`src/common/fhbuf_pkg.sv`:
```
package fhbuf_pkg;

   // sample counts and ram addresses
   localparam int SAMPLE_CNT_W = 15;

   localparam int PRECISION = 16;   // bits per iq component

   typedef struct packed {
      logic [PRECISION-1:0] imag_part;
      logic [PRECISION-1:0] real_part;
   } iq_sample_t;

   // one beat of a dfe stream, no back-pressure
   typedef struct packed {
      logic       valid;
      logic [1:0] user;   // antenna slot
      iq_sample_t data;
   } stream_beat_t;

   typedef struct packed {
      logic                    store_en;     // capture allowed
      logic                    play_en;      // playback allowed
      logic                    loop;         // repeat playback until play_en drops
      logic [1:0]              ant_sel;      // input antenna to capture from
      logic [SAMPLE_CNT_W-1:0] num_samples;
   } test_ctrl_t;

   // sequencer states
   typedef enum logic [1:0] {
      SEQ_IDLE,
      SEQ_WAIT_MRKR,
      SEQ_STORE,
      SEQ_PLAY
   } seq_state_t;

endpackage

```
`src/fhbuf_ctrl/fhbuf_out_drive.sv`:
```
`timescale 1ns/1ps

module fhbuf_out_drive import fhbuf_pkg::*; #(
   parameter int N_ANT_SLOTS = 4
) (
   input  logic         clk_1x,
   input  logic         resetn,
   input  logic         sample_en,
   input  iq_sample_t   play_sample,
   input  logic         play_valid,
   output stream_beat_t dfe_out
);

   localparam logic [1:0] LAST_USER = 2'(N_ANT_SLOTS - 1);

   typedef enum logic {
      DRV_IDLE,
      DRV_ACTIVE
   } drv_state_t;

   drv_state_t drv_state;
   logic       out_valid;
   logic [1:0] out_user;
   iq_sample_t out_data;

   // one beat per enable, stop once a full slot round passes with no new sample
   always_ff @(posedge clk_1x) begin
      if (!resetn) begin
         drv_state <= DRV_IDLE;
         out_valid <= 1'b0;
         out_user  <= 2'd0;
      end else if (sample_en) begin
         case (drv_state)
            DRV_IDLE: begin
               if (play_valid) begin
                  drv_state <= DRV_ACTIVE;
                  out_valid <= 1'b1;
                  out_user  <= 2'd0;
               end
            end
            DRV_ACTIVE: begin
               if (!play_valid && out_user == LAST_USER) begin
                  drv_state <= DRV_IDLE;
                  out_valid <= 1'b0;
                  out_user  <= 2'd0;
               end else if (out_user == LAST_USER) begin
                  out_user <= 2'd0;   // next sample
               end else begin
                  out_user <= out_user + 2'd1;
               end
            end
            default: drv_state <= DRV_IDLE;
         endcase
      end
   end

   always_ff @(posedge clk_1x) begin
      if (sample_en) begin
         out_data <= play_sample;   // always the latest sample
      end
   end

   assign dfe_out = '{valid: out_valid, user: out_user, data: out_data};

   // a new sample lines up with the end of a slot round
   a_user_in_range : assert property (
      @(posedge clk_1x) disable iff (!resetn)
      (sample_en && play_valid && drv_state == DRV_ACTIVE) |-> (out_user == LAST_USER)
   ) else $error("play sample arrived in the middle of a slot round");

endmodule

```
`config.mk`:
```
export PLATFORM = sky130hd
export DESIGN_NAME = fhbuf_out_drive
export DESIGN_NICKNAME = d
export VERILOG_FILES = /design/src/common/fhbuf_pkg.sv /design/src/fhbuf_ctrl/fhbuf_out_drive.sv
export SDC_FILE = /design/constraint.sdc
export NUM_CORES = 1
export LEC_CHECK = 0
export BUFFER_PORTS_ARGS = -buffer_cell sky130_fd_sc_hd__buf_2
export CAP_MARGIN = 20
export CORE_ASPECT_RATIO = 0.75
export CORE_MARGIN = 2
export CORE_UTILIZATION = 44
export DETAILED_ROUTE_END_ITERATION = 6
export PLACE_DENSITY = 0.93
export SLEW_MARGIN = 20
export SYNTH_ARGS = -nofsm -noshare
export SYNTH_HDL_FRONTEND = slang
export SYNTH_SLANG_ARGS = --single-unit
```
`constraint.sdc`:
```
create_clock -name clk_1x -period 2.2 [get_ports clk_1x]
set_input_delay 0.33 -clock clk_1x [delete_from_list [all_inputs] [get_ports clk_1x]]
set_output_delay 0.33 -clock clk_1x [all_outputs]
set_load 0.1 [all_outputs]
```
=== After elaboration in Yosys (flattened, before gate mapping) ===
Index checks and enable logic that the tools add are counted.
W data, S select, Z words.

* Flip-flop bits (word level): 36
* Input port bits: 36
* Output and inout bits: 35
* Word-level logic and storage cells: 24

* $add $sub $neg: 1
* Equality and inequality tests: 3
* Mux-type cells: 10
* Bitwise gates (word level): 1
* Reduce and logical (&&, ||, !) cells: 4

{| class="wikitable"
|+ Operators by type and width
! cell !! number
|-
| $mux W2 || 3
|-
| $mux W1 || 4
|-
| $pmux W1 S2 || 2
|-
| $pmux W2 S2 || 1
|-
| $reduce_and A3 Y1 || 1
|-
| $add A2 B1 Y2 const B || 1
|-
| $eq A2 B2 Y1 const B || 1
|-
| $ne A2 B1 Y1 const B || 1
|-
| $ne A2 B2 Y1 const B || 1
|-
| $reduce_and A2 Y1 || 1
|-
| $logic_and A1 B1 Y1 || 1
|-
| $logic_not A1 Y1 || 1
|-
| $not A1 Y1 || 1
|}

=== Depth between registers and ports, before layout ===
* Word-level depth: 4
* Gate-level depth with buffers: 3
* Gate-level depth less buffers: 3

=== Worst setup path after synthesis ===
No wires, ideal clock.

* Kind: flip-flop to flip-flop
* Start point: register out_user[0]
* End point: register out_user[0]
* Library setup time: 0.117 ns
* Data arrival time: 1.569 ns
* Data required time: 2.083 ns
* Slack: 0.514 ns
* Cell stages (with the launch flop): 4
* Buffers on the path: 0
* Clock period less this slack: 1.686 ns
* Cells stage by stage: dfxtp_1 > ha_1 > and4bb_1 > o2bb2ai_1

* Cells in the longest elaborated chain, start to end: 4
* Elaborated cells between the ends (all ways): 6
* Those cells by class: 1 x add/sub; 1 x eq/ne; 3 x mux; 1 x reduce/logical

{| class="wikitable"
|+ Ends and longest elaborated chain
! item !! RTL line !! text
|-
| start: declaration || fhbuf_out_drive.sv:23 || <nowiki>logic [1:0] out_user;</nowiki>
|-
| start signal: assignment || fhbuf_out_drive.sv:49 || <nowiki>out_user <= out_user + 2'd1;</nowiki>
|-
| $add A2 B1 Y2 or $eq A2 B2 Y1 (tied branches) || fhbuf_out_drive.sv:49, fhbuf_out_drive.sv:42, fhbuf_out_drive.sv:46 ||
|-
| $mux W2 or $logic_and A1 B1 Y1 (tied branches) || fhbuf_out_drive.sv:46, fhbuf_out_drive.sv:42 ||
|-
| $mux W2 (*) || fhbuf_out_drive.sv:42 || <nowiki>if (!play_valid && out_user == LAST_USER) begin</nowiki>
|-
| $pmux W2 S2 (*) || fhbuf_out_drive.sv:33 || <nowiki>case (drv_state)</nowiki>
|}

Every way passes the cells marked *; elsewhere a longest branch is shown, timed or not.
A chain may end at the register's enable or synchronous reset.

=== Final worst setup path ===
* Start point: register out_user[0]
* End point: output dfe_out[32] (netlist bit)

{| class="wikitable"
|+ RTL lines
! item !! RTL line !! text
|-
| end: declaration || fhbuf_out_drive.sv:11 || <nowiki>output stream_beat_t dfe_out</nowiki>
|}

No word-level cell between the ends.

==> results.json <==
{
  "crit_path_max_incr_delay_ns": 0.45,
  "path_class": "register to primary output",
  "drt-initial-drc-count": 14,
  "cts_root_buf": "clkbuf_4",
  "syn_inst": 52,
  "arrival_ns": 1.17,
  "cts.htree.levels": 2,
  "fin_util": 0.632,
  "antenna_found_initial": 0,
  "hold_viol_final": 0,
  "worstPathRequired_ns": 1.87,
  "worstSetupStartpointType": "register",
  "yosysSeqAreaShare": 0.893,
  "ys_top_cells_by_count": "edfxtp_1, dfxtp_1, nand2_1",
  "place_congestion": 0.677,
  "netlist_area_mm2": 0.00117,
  "synth_top_flop_cell": "edfxtp_1",
  "synth_top_area_cell": "edfxtp_1",
  "clkSlewWorstSetupHoldPaths_ns": 0.10,
  "clkSinkCount": 36,
  "diodes": 0,
  "grt_pass1_wl_mm": 3.52,
  "r2r-end": "out_valid$_SDFFE_PN0P_",
  "worst-path-stages": 1,
  "wl_mm": 2.14,
  "grt.overflow.total": 0,
  "ff2ff_setup_slack_ns": 1.11,
  "crit_chain": "buf_2",
  "numPortBuffers": 70,
  "ant_nets": 0,
  "initial_core_util": 0.455,
  "synth_edf_count": 32,
  "p_switching_w": 0.000609,
  "hold_depth": 1,
  "irDropWorstVdd_v": 0.000571,
  "ys_types": 16,
  "critPathBufInv": 1,
  "leakagePower_nw": 0.710,
  "routedWlPerCell_um": 12.9,
  "drc": 0,
  "setup_viol_count_final": 0,
  "synthArstFlopShare": 0,
  "die_width_um": 63.4,
  "syn_area_per_cell_um2": 22.4,
  "cts_hold_buf": 0,
  "hp-class": "primary input to register",
  "cts_tree": "done",
  "pre_cts_ws_ns": 0.884,
  "synth_warnings": 0,
  "drive_gt1_frac": 0.608,
  "fp.dieArea_mm2": 0.00308,
  "whs_ns": 0.167,
  "drv_cap": 0,
  "die_h_um": 48.6,
  "sw_frac_of_total": 0.374,
  "post-route-period-util": 0.680,
  "grt_use_total": 0.155,
  "pwr-share-seq": 0.499,
  "hold_end": "dfe_out[5]$_DFFE_PP_",
  "cp_max_fo": 4,
  "cts.repair.resized": 0,
  "grt_setup_unrepaired": "false",
  "maxSlewHeadroom": 0.673,
  "vias": 735,
  "fillers": 213,
  "insertion_delay_ns": 0.33,
  "finalNetCount": 166,
  "synth_top_area_frac": 0.824,
  "intPower_w": 0.00102,
  "grt_start_max_net_pins": 25,
  "firstDrtPassIters": 3,
  "worstMarginPinSlew_ns": 0.495,
  "vias_per_cell": 4.43,
  "core.rowCount": 16,
  "finalMaxSlewViolations": 0,
  "hold_start": "play_sample[5]",
  "netlist_top_cells_area": "edfxtp_1, dfxtp_1, nor4b_2",
  "reg2reg_depth": 3,
  "worstReg2RegStart": "out_user[0]$_SDFFE_PN0P_",
  "period_needed_ns": 1.50,
  "slowest_stage": "buf_2",
  "syn_nets": 89,
  "crit_family": "buffers and inverters",
  "fmax_mhz": 668,
  "clkPwrFrac": 0.216,
  "endpoint_kind": "primary output",
  "cts_made_buffers": 5,
  "grt_pass1_vias": 753,
  "combPwrFrac": 0.284,
  "fin_tns_setup_ns": 0,
  "skew_ns": 0.00454,
  "ctsLongestPathBuffers": 2,
  "area_growth_pct": 38.9,
  "status": "finished, final reports clean",
  "fin_ws_ns": 0.704,
  "ios": 71,
  "p_per_area_mw_per_mm2": 1000,
  "post-cts-setup-buffer-count": 0,
  "ys_ff_latch": 36,
  "yosysMostFrequentCell": "edfxtp_1",
  "core_mm2": 0.00256
}
-- cell families after synthesis --
kind of cell,Yosys count,synth area share
fa+ha+maj,1,0.0107
compound gates,6,0.0376
flops,36,0.893
buf+inv,1,0.00644
simple gates,8,0.0526
-- power by group through the flow --
stage / combinational [W] / sequential (W) / clock (W)
after floorplan: 0.0000209 / 0.00118 / 0
after global placement: 0.000460 / 0.000826 / 0
after detailed placement: 0.000465 / 0.000829 / 0
after CTS: 0.000465 / 0.000814 / 0.000368
after global routing: 0.000474 / 0.000819 / 0.000400
final: 0.000462 / 0.000813 / 0.000352
-- cells in the final DEF (no fill, tap or decap) --
master | synthesis | final
a21bo_2 | 1 | 1
a21boi_1 | 1 | 1
a21oi_1 | 1 | 1
and4b_1 | 1 | 1
and4bb_1 | 1 | 1
buf_2 | 0 | 70
buf_4 | 1 | 1
clkbuf_1 | 0 | 2
clkbuf_4 | 0 | 5
clkbuf_8 | 0 | 1
dfxtp_1 | 4 | 4
edfxtp_1 | 32 | 32
ha_1 | 1 | 1
nand2_1 | 3 | 3
nand4_1 | 1 | 1
nor2b_1 | 1 | 1
nor4b_2 | 1 | 1
o21a_1 | 1 | 1
o21ai_0 | 1 | 1
o2bb2ai_1 | 1 | 1
-- worst max-delay path by stage --
| stage | to | slack, ns | startpoint |
|---|---|---|---|
| floorplan | out_user[0]$_SDFFE_PN0P_ | 0.51 | out_user[0]$_SDFFE_PN0P_ |
| global placement | dfe_out[23]$_DFFE_PP_ | 0.94 | sample_en |
| detailed placement | dfe_out[16]$_DFFE_PP_ | 0.88 | sample_en |
| CTS | dfe_out[32] | 0.69 | out_user[0]$_SDFFE_PN0P_ |
| global route | dfe_out[32] | 0.63 | out_user[0]$_SDFFE_PN0P_ |
| finish | dfe_out[32] | 0.70 | out_user[0]$_SDFFE_PN0P_ |
-- per-layer routing --
layer	GRT usage	vias to the layer above	wire, µm
met5	0	-	0
met4	0.0543	0	12
met3	0.0814	2	232
met2	0.247	39	1080
met1	0.181	334	818
li1	-	360	-
-- cell type report --
class                   instances  area [µm²]  area share
flip-flops and latches         36        1040       0.642
repair buffers                 71         358       0.221
clock buffers                   8        58.8      0.0363
multi-input cells              15         118      0.0726
well taps                      36        45.0      0.0278
-- sequential cells by signal, summed over array words and instances (netlist names) --
signal and count:
dfe_out 32, out_user 2, drv_state 1, out_valid 1
-- through the flow --
step | total power, W | area (µm²) | std cells
2_1_floorplan | 0.00120 | 1170 | 52
3_3_place_gp | 0.00129 | 1560 | 158
6_report | 0.00163 | 1620 | 166
4_1_cts | 0.00165 | 1620 | 166
5_1_grt | 0.00169 | 1620 | 166
3_5_place_dp | 0.00129 | 1560 | 158
Power figures use the tool's default switching activity.
