<file path="config.mk">
export PLATFORM = sky130hd
export DESIGN_NAME = fhbuf_addr_seq
export DESIGN_NICKNAME = d
export VERILOG_FILES = /design/src/common/fhbuf_pkg.sv /design/src/fhbuf_ctrl/fhbuf_addr_seq.sv
export SDC_FILE = /design/constraint.sdc
export NUM_CORES = 1
export LEC_CHECK = 0
export CORE_MARGIN = 2
export CORE_UTILIZATION = 64
export DETAILED_ROUTE_END_ITERATION = 10
export DONT_BUFFER_PORTS = 1
export PLACE_DENSITY_LB_ADDON = 0.15
export SETUP_SLACK_MARGIN = 0.5
export SLEW_MARGIN = 20
export SYNTH_ARGS = -nofsm -noshare
export SYNTH_HDL_FRONTEND = slang
export SYNTH_SLANG_ARGS = --single-unit
</file>
<file path="constraint.sdc">
create_clock -name clk_1x -period 4.2 [get_ports clk_1x]
set_clock_uncertainty 0.05 [all_clocks]
set_input_delay 0.21 -clock clk_1x [delete_from_list [all_inputs] [get_ports clk_1x]]
set_output_delay 0.21 -clock clk_1x [all_outputs]
set_load 0.01 [all_outputs]
</file>
<file path="src/common/fhbuf_pkg.sv">
package fhbuf_pkg;

   // sample counts and ram addresses
   localparam int SAMPLE_CNT_W = 15;

   localparam int PRECISION = 16;   // bits per iq component

   typedef struct packed {
      logic [PRECISION-1:0] imag_part;
      logic [PRECISION-1:0] real_part;
   } iq_sample_t;

   // one beat of a dfe stream, no back-pressure
   typedef struct packed {
      logic       valid;
      logic [1:0] user;   // antenna slot
      iq_sample_t data;
   } stream_beat_t;

   typedef struct packed {
      logic                    store_en;     // capture allowed
      logic                    play_en;      // playback allowed
      logic                    loop;         // repeat playback until play_en drops
      logic [1:0]              ant_sel;      // input antenna to capture from
      logic [SAMPLE_CNT_W-1:0] num_samples;
   } test_ctrl_t;

   // sequencer states
   typedef enum logic [1:0] {
      SEQ_IDLE,
      SEQ_WAIT_MRKR,
      SEQ_STORE,
      SEQ_PLAY
   } seq_state_t;

endpackage

</file>
<file path="src/fhbuf_ctrl/fhbuf_addr_seq.sv">
`timescale 1ns/1ps

module fhbuf_addr_seq import fhbuf_pkg::*; #(
   parameter int N_ANTS_SEL  = 2,
   parameter int N_ANT_SLOTS = 4
) (
   input  logic                    clk_1x,
   input  logic                    resetn,
   input  logic                    sample_en,
   input  logic                    start_pulse,
   input  logic                    frm_mrkr,
   input  test_ctrl_t              test_ctrl,
   input  stream_beat_t            dfe_in [N_ANTS_SEL],
   output logic [SAMPLE_CNT_W-1:0] ram_addr,
   output logic                    ram_we,
   output iq_sample_t              ram_wdata,
   input  iq_sample_t              ram_rdata,
   output iq_sample_t              play_sample,
   output logic                    play_valid
);

   localparam int SLOT_W = (N_ANT_SLOTS > 1) ? $clog2(N_ANT_SLOTS) : 1;
   localparam logic [SLOT_W-1:0] LAST_SLOT = SLOT_W'(N_ANT_SLOTS - 1);

   seq_state_t              state;
   stream_beat_t            sel_beat;
   stream_beat_t            in_reg;      // selected input, one cycle late
   logic [SAMPLE_CNT_W-1:0] ptr;         // sample pointer
   logic [SAMPLE_CNT_W-1:0] last_addr;
   logic [SLOT_W-1:0]       slot;        // antenna slot within a sample
   logic                    start_pend;
   logic                    start_go;
   logic                    beat_ok;
   logic                    store_wr;
   logic                    play_last;

   // out of range ant_sel gives an idle beat
   always_comb begin
      sel_beat = '0;
      for (int i = 0; i < N_ANTS_SEL; i++) begin
         if (test_ctrl.ant_sel == 2'(i)) begin
            sel_beat = dfe_in[i];
         end
      end
   end

   always_ff @(posedge clk_1x) begin
      in_reg <= sel_beat;
   end

   assign start_go  = start_pend | start_pulse;   // pulse may coincide with the enable
   assign beat_ok   = in_reg.valid && (in_reg.user == 2'd0);
   assign last_addr = test_ctrl.num_samples - SAMPLE_CNT_W'(1);

   assign store_wr = sample_en && (state == SEQ_STORE) && test_ctrl.store_en
                     && (ptr != test_ctrl.num_samples) && beat_ok;
   assign play_last = sample_en && (state == SEQ_PLAY) && test_ctrl.play_en
                      && (slot == LAST_SLOT);

   always_ff @(posedge clk_1x) begin
      if (!resetn) begin
         state      <= SEQ_IDLE;
         ptr        <= '0;
         slot       <= '0;
         start_pend <= 1'b0;
         ram_we     <= 1'b0;
         ram_addr   <= '0;
         play_valid <= 1'b0;
      end else begin
         ram_we <= 1'b0;   // single clock write strobe
         if (start_pulse && state == SEQ_IDLE) begin
            start_pend <= 1'b1;
         end
         if (sample_en) begin
            start_pend <= 1'b0;
            play_valid <= 1'b0;   // held for one enable period
            case (state)
               SEQ_IDLE: begin
                  ptr  <= '0;
                  slot <= '0;
                  if (start_go) begin
                     if (test_ctrl.play_en && test_ctrl.num_samples != '0) begin
                        state <= SEQ_PLAY;
                     end else if (test_ctrl.store_en) begin
                        state <= SEQ_WAIT_MRKR;
                     end
                  end
               end
               SEQ_WAIT_MRKR: begin
                  if (!test_ctrl.store_en) begin
                     state <= SEQ_IDLE;
                  end else if (frm_mrkr) begin
                     state <= SEQ_STORE;
                  end
               end
               SEQ_STORE: begin
                  // zero count lands here and leaves without a write
                  if (!test_ctrl.store_en || ptr == test_ctrl.num_samples) begin
                     state <= SEQ_IDLE;
                     ptr   <= '0;
                  end else if (beat_ok) begin
                     ram_we   <= 1'b1;
                     ram_addr <= ptr;
                     ptr      <= ptr + 1'b1;
                  end
               end
               SEQ_PLAY: begin
                  if (!test_ctrl.play_en) begin
                     state <= SEQ_IDLE;
                     ptr   <= '0;
                     slot  <= '0;
                  end else begin
                     if (slot == '0) begin
                        ram_addr <= ptr;   // read settles long before the last slot
                     end
                     if (slot == LAST_SLOT) begin
                        slot       <= '0;
                        play_valid <= 1'b1;
                        if (ptr == last_addr) begin
                           ptr <= '0;
                           if (!test_ctrl.loop) begin
                              state <= SEQ_IDLE;
                           end
                        end else begin
                           ptr <= ptr + 1'b1;
                        end
                     end else begin
                        slot <= slot + 1'b1;
                     end
                  end
               end
               default: state <= SEQ_IDLE;
            endcase
         end
      end
   end

   // payload registers
   always_ff @(posedge clk_1x) begin
      if (store_wr) begin
         ram_wdata <= in_reg.data;
      end
      if (play_last) begin
         play_sample <= ram_rdata;
      end
   end

   // writes stay inside the requested sample count
   a_we_only_store : assert property (
      @(posedge clk_1x) disable iff (!resetn)
      ram_we |-> ((state == SEQ_STORE) && (ram_addr < test_ctrl.num_samples))
   ) else $error("ram write outside of capture range");

   // num_samples is expected to stay stable during a run
   a_ptr_in_range : assert property (
      @(posedge clk_1x) disable iff (!resetn)
      (state == SEQ_PLAY) |-> (ptr < test_ctrl.num_samples)
   ) else $error("playback pointer beyond num_samples");

endmodule

</file>
# Word level (Yosys, flattened, before mapping)
# Cells that the tools add are included.
# totals
in_bits,127
word_cells,99
ff_bits,136
out_inout_bits,81
# classes
mux,31
n_eq_ne,20
add_sub_neg,3
n_bitwise,4
n_reduce_logical,26
# op_table
operator,count
15-bit 2-to-1 mux,9
35-bit 2-to-1 mux,2
15-bit case mux with 3 select lines,1
15-bit == test,2
15-bit case mux with 2 select lines,1
2-bit 2-to-1 mux,12
15-bit by 1-bit adder with 15-bit output (second input constant),1
15-bit != test,1
15-bit nonzero test,1
15-bit by 1-bit subtractor with 15-bit output (second input constant),1
3-bit by 2-bit != test with 1-bit output (second input constant),4
1-bit logical AND,10
2-bit logical NOT,4
2-bit != test (second input constant),4
2-bit case mux with 4 select lines,1
8-bit AND reduction,1
2-bit == test (second input constant),3
3-bit != test (second input constant),2
6-bit AND reduction,1
2-bit by 1-bit == test with 1-bit output (second input constant),2
1-bit 2-to-1 mux,4
2-bit by 1-bit != test with 1-bit output (second input constant),2
2-bit case mux with 2 select lines,1
4-bit AND reduction,1
other kinds (10),13

# Longest topological paths before layout
# logic_depth
word_depth,6
ltp_mapped,10
depth_no_buf,9

# Worst setup path after synthesis
# No wires, ideal clock.
# synth_timing
path_kind,register to register
from,register state[0]
to,"register play_sample[0] (netlist bit), enable pin"
required_ns,3.727
synth_period_minus_slack_ns,2.584
t_arrival_ns,2.111
n_path_buf,0
setup_ns,0.423
stages_incl_launch_ff,4
slack_ns,1.616
path_cell_list,dfxtp_1 -> ha_1 -> nand2_1 -> nor2_1
# synth_between
elab_chain_len,4
# synth_lines
element,line_no,text
"start, declared",fhbuf_addr_seq.sv:25,seq_state_t state;
"start signal, assigned",fhbuf_addr_seq.sv:62,state <= SEQ_IDLE;
"start signal, assigned",fhbuf_addr_seq.sv:83,state <= SEQ_PLAY;
"start signal, assigned",fhbuf_addr_seq.sv:85,state <= SEQ_WAIT_MRKR;
2-bit == test,fhbuf_addr_seq.sv:57,assign play_last = sample_en && (state == SEQ_PLAY) && test_ctrl.play_en
1-bit logical AND (2 in a row),fhbuf_addr_seq.sv:57,
1-bit logical AND,fhbuf_addr_seq.sv:58,&& (slot == LAST_SLOT);
net play_last,fhbuf_addr_seq.sv:35,logic play_last;
"end signal, assigned",fhbuf_addr_seq.sv:144,play_sample <= ram_rdata;
"end, declared",fhbuf_addr_seq.sv:18,"output iq_sample_t play_sample,"
# The timed path passes the listed nets, and every way through them passes these cells.
# A chain may end at the register's enable or synchronous reset.

# Final worst setup path
# layout_timing
from,register ptr[11]
to,register ram_addr[9]
# layout_between
elab_chain_len,4
# layout_lines
element,line_no,text
"start, declared",fhbuf_addr_seq.sv:28,logic [SAMPLE_CNT_W-1:0] ptr;
"start signal, assigned",fhbuf_addr_seq.sv:104,ptr <= ptr + 1'b1;
"start signal, assigned",fhbuf_addr_seq.sv:125,ptr <= ptr + 1'b1;
15-bit == test,fhbuf_addr_seq.sv:98,if (!test_ctrl.store_en || ptr == test_ctrl.num_samples) begin
1-bit logical OR,fhbuf_addr_seq.sv:98,
2-bit != test (no source line),n/a,
6-bit AND reduction (no source line),n/a,
"end signal, assigned",fhbuf_addr_seq.sv:103,ram_addr <= ptr;
"end signal, assigned",fhbuf_addr_seq.sv:114,ram_addr <= ptr;
"end, declared",fhbuf_addr_seq.sv:14,"output logic [SAMPLE_CNT_W-1:0] ram_addr,"
# Every way passes these cells.

==> flow_summary.toml <==
[run_status]
outcome = "completed"

[global_routing]
grt_use_total_pct = 33.2
grt_pass1_wl_mm = 23.9
grt_use_met2_pct = 59.2
first_global_vias = 4336
top_usage_layer = "met2"
antenna_found_initial = 1
grt_max_degree = 36
grt-ovfl-total = 0
grtUsageMet1_pct = 35.7
grt_util_met3_pct = 11.2

[final_layout]
layout_common_cells = "dlygate4sd3_1 (104), dfxtp_1 (72), edfxtp_1 (64)"
fillCellCount = 371
final-seq-area_um2 = 3360
areaGrowthSynthToFinish_pct = 30.2
drive_gt1_share_pct = 7.94
largest_reg_flops = 35
layout.nets = 691
final_common_cell = "dlygate4sd3_1"
multi_input_area_um2 = 2030

[critical_path]
endpoint_kind = "flop"
crit_required_ns = 4.54
critical_path_class = "reg -> reg"
cp_data_arrival_time_ns = 3.44
crit_start = "ptr[11]$_SDFFE_PN0P_"
crit_fanout = 15
cp-start-kind = "flop"
timing.rr.start = "ptr[11]$_SDFFE_PN0P_"

[detailed_routing]
wl_per_cell_um = 23.6
drt_iter0_drc = 265
drc = 0
vias_per_cell = 6.19
ant_nets = 0
wirelength_mm = 15.9
vias = 4164
drtPass1Iterations = 5

[synthesis]
synth.area.top_cells = "edfxtp_1 (35%), dfxtp_1 (26%), mux2i_1 (9.6%)"
ys_seq_elements = 136
synth_flop_cell = "dfxtp_1"
synth_top_area_share_pct = 34.8
synth_cells = 447
ys_types = 56
synth_top_family_by_area = "simple AND/OR/NAND/NOR gates"
synth-simple-area-share_pct = 14.4
synth_warnings = 0
seq_area_frac_synth_pct = 60.9
synth_xor_area_share_pct = 5.24
synthAdderAreaFrac_pct = 2.27
synth_top_cell_by_area = "edfxtp_1"
synthMuxAreaShare_pct = 9.82
syn_nets = 584
synth_edf_count = 64
synth_compound_area_share_pct = 5.06
async_flop_share_pct = 0
avgSynthCellArea_um2 = 12.3
syn_area_um2 = 5520

[timing]
timing.hold.ws_ns = 0.104
maxSlewHeadroom_pct = 33.6
rsz0062_at_grt = "false"
finalCritPeriodShare_pct = 73.8
slew_viol_final = 0
hold_viol_final = 0
fmax_mhz = 323
tightest_slew_ns = 0.995
setup_violations = 0
finalCriticalPeriod_ns = 3.10
fin_setup_tns_ns = 0

[floorplanning]
io_pins = 208
die_h_um = 96.9
core_um2 = 8300
std_cell_rows = 33
fp.dieArea_um2 = 9380
initial_core_util_pct = 66.5
die_w_um = 96.9

[clock_tree]
numCtsBuffers = 17
clockBufferDepth = 2
clock_sinks = 136
post-cts-setup-buffers = 0
worstSkewPairLatency_ns = 0.51
cts_tree = "built"
post_cts_resized = 0
cts_htree_levels = 4
clk_pin_slew_ns = 0.06
root_buffer = "clkbuf_8"
holdBufCountCts = 105

[worst_hold_path]
hp-start = "test_ctrl[19]"
hp-class = "in -> reg"

[placement]
buffer_ports.inserted = 0
place_hpwl_mm = 8.19
gp_congestion = 0.889

[pwr]
power_density_nw_per_um2 = 429
ir_drop_mv = 0.299
leakage_uw = 0.00284

[job]
maxCapViolations = 0
[metal layers]
layer | vias up | part of all wire [%]
met3 | 52 | 8.6
met4 | 0 | 4.5
li1 | 1816 | -
met1 | 2005 | 35
met5 | - | 0
met2 | 291 | 52
[power breakdown]
group | switching [uW] | internal (uW) | total [uW]
registers | 18.3 | 1420 | 1440
clock network | 568 | 797 | 1360
logic | 127 | 150 | 277
total | 713 | 2370 | 3080
[stage by stage]
stage | area [um2] | total power, uW | util [%] | setup slack (ns) | cells
2_1_floorplan | 5520 | 1600 | - | 1.62 | 447
5_1_grt | 7180 | 3150 | 86.6 | 0.829 | 673
3_3_place_gp | 5590 | 1610 | 67.3 | 1.34 | 535
3_5_place_dp | 5590 | 1620 | 67.3 | 1.29 | 535
4_1_cts | 7190 | 3040 | 86.6 | 1.33 | 672
6_report | 7180 | 3080 | 86.6 | 1.10 | 673
[worst max-delay path: stages (launching register included)]
cell and delay, ns:
dfxtp_1 0.40, or2_2 0.35, a2111oi_0 0.43, nand4_1 0.28, nand3_1 0.19, a221o_1 0.83
mux2i_1 0.36, nor2b_1 0.09
[logic make-up after synthesis]
logic type      after synthesis
compound gates               32
simple gates                151
mux                          54
fa+ha+maj                    10
xor+xnor                     33
flops                       136
buf+inv                      31
[synth_stat cells (2+ instances only)]
library cell and instances:
o21ai_0 7, inv_1 11, a221o_1 2, xor2_1 28, nor2_1 57, or3_1 2
nand2_1 15, or2_2 2, a21oi_1 3, nor4_1 3, o311a_1 2, nor3b_1 5
edfxtp_1 64, clkbuf_1 15, nand3_1 5, and3_1 8, xnor2_1 5, nand4_1 12
mux2i_1 53, and2_1 4, dfxtp_1 72, buf_2 3, nor4b_1 3, nor3_1 5
a31oi_1 2, nor2b_1 20, ha_1 10
[layout make-up]
cell class	count	area share (%)
sequential	136	46.8
antenna	1	0.0348
clock inverter	10	0.975
timing repair buffer	108	14.9
clock buffer	22	6.62
inverter	11	0.575
tap	105	1.83
multi-input combinational	280	28.3
[path summary, 6_finish.rpt]
check | slack (ns) | end | cells past startpoint
setup / recovery | 1.10 | ram_addr[9]$_SDFFE_PN0P_ | 7
setup reg to reg | 1.10 | ram_addr[9]$_SDFFE_PN0P_ | 7
hold reg to reg | 0.35 | ram_wdata[21]$_DFFE_PP_ | 0
hold / removal | 0.10 | state[1]$_SDFFE_PN0P_ | 3
No activity file was read; power rests on OpenSTA's default activity.
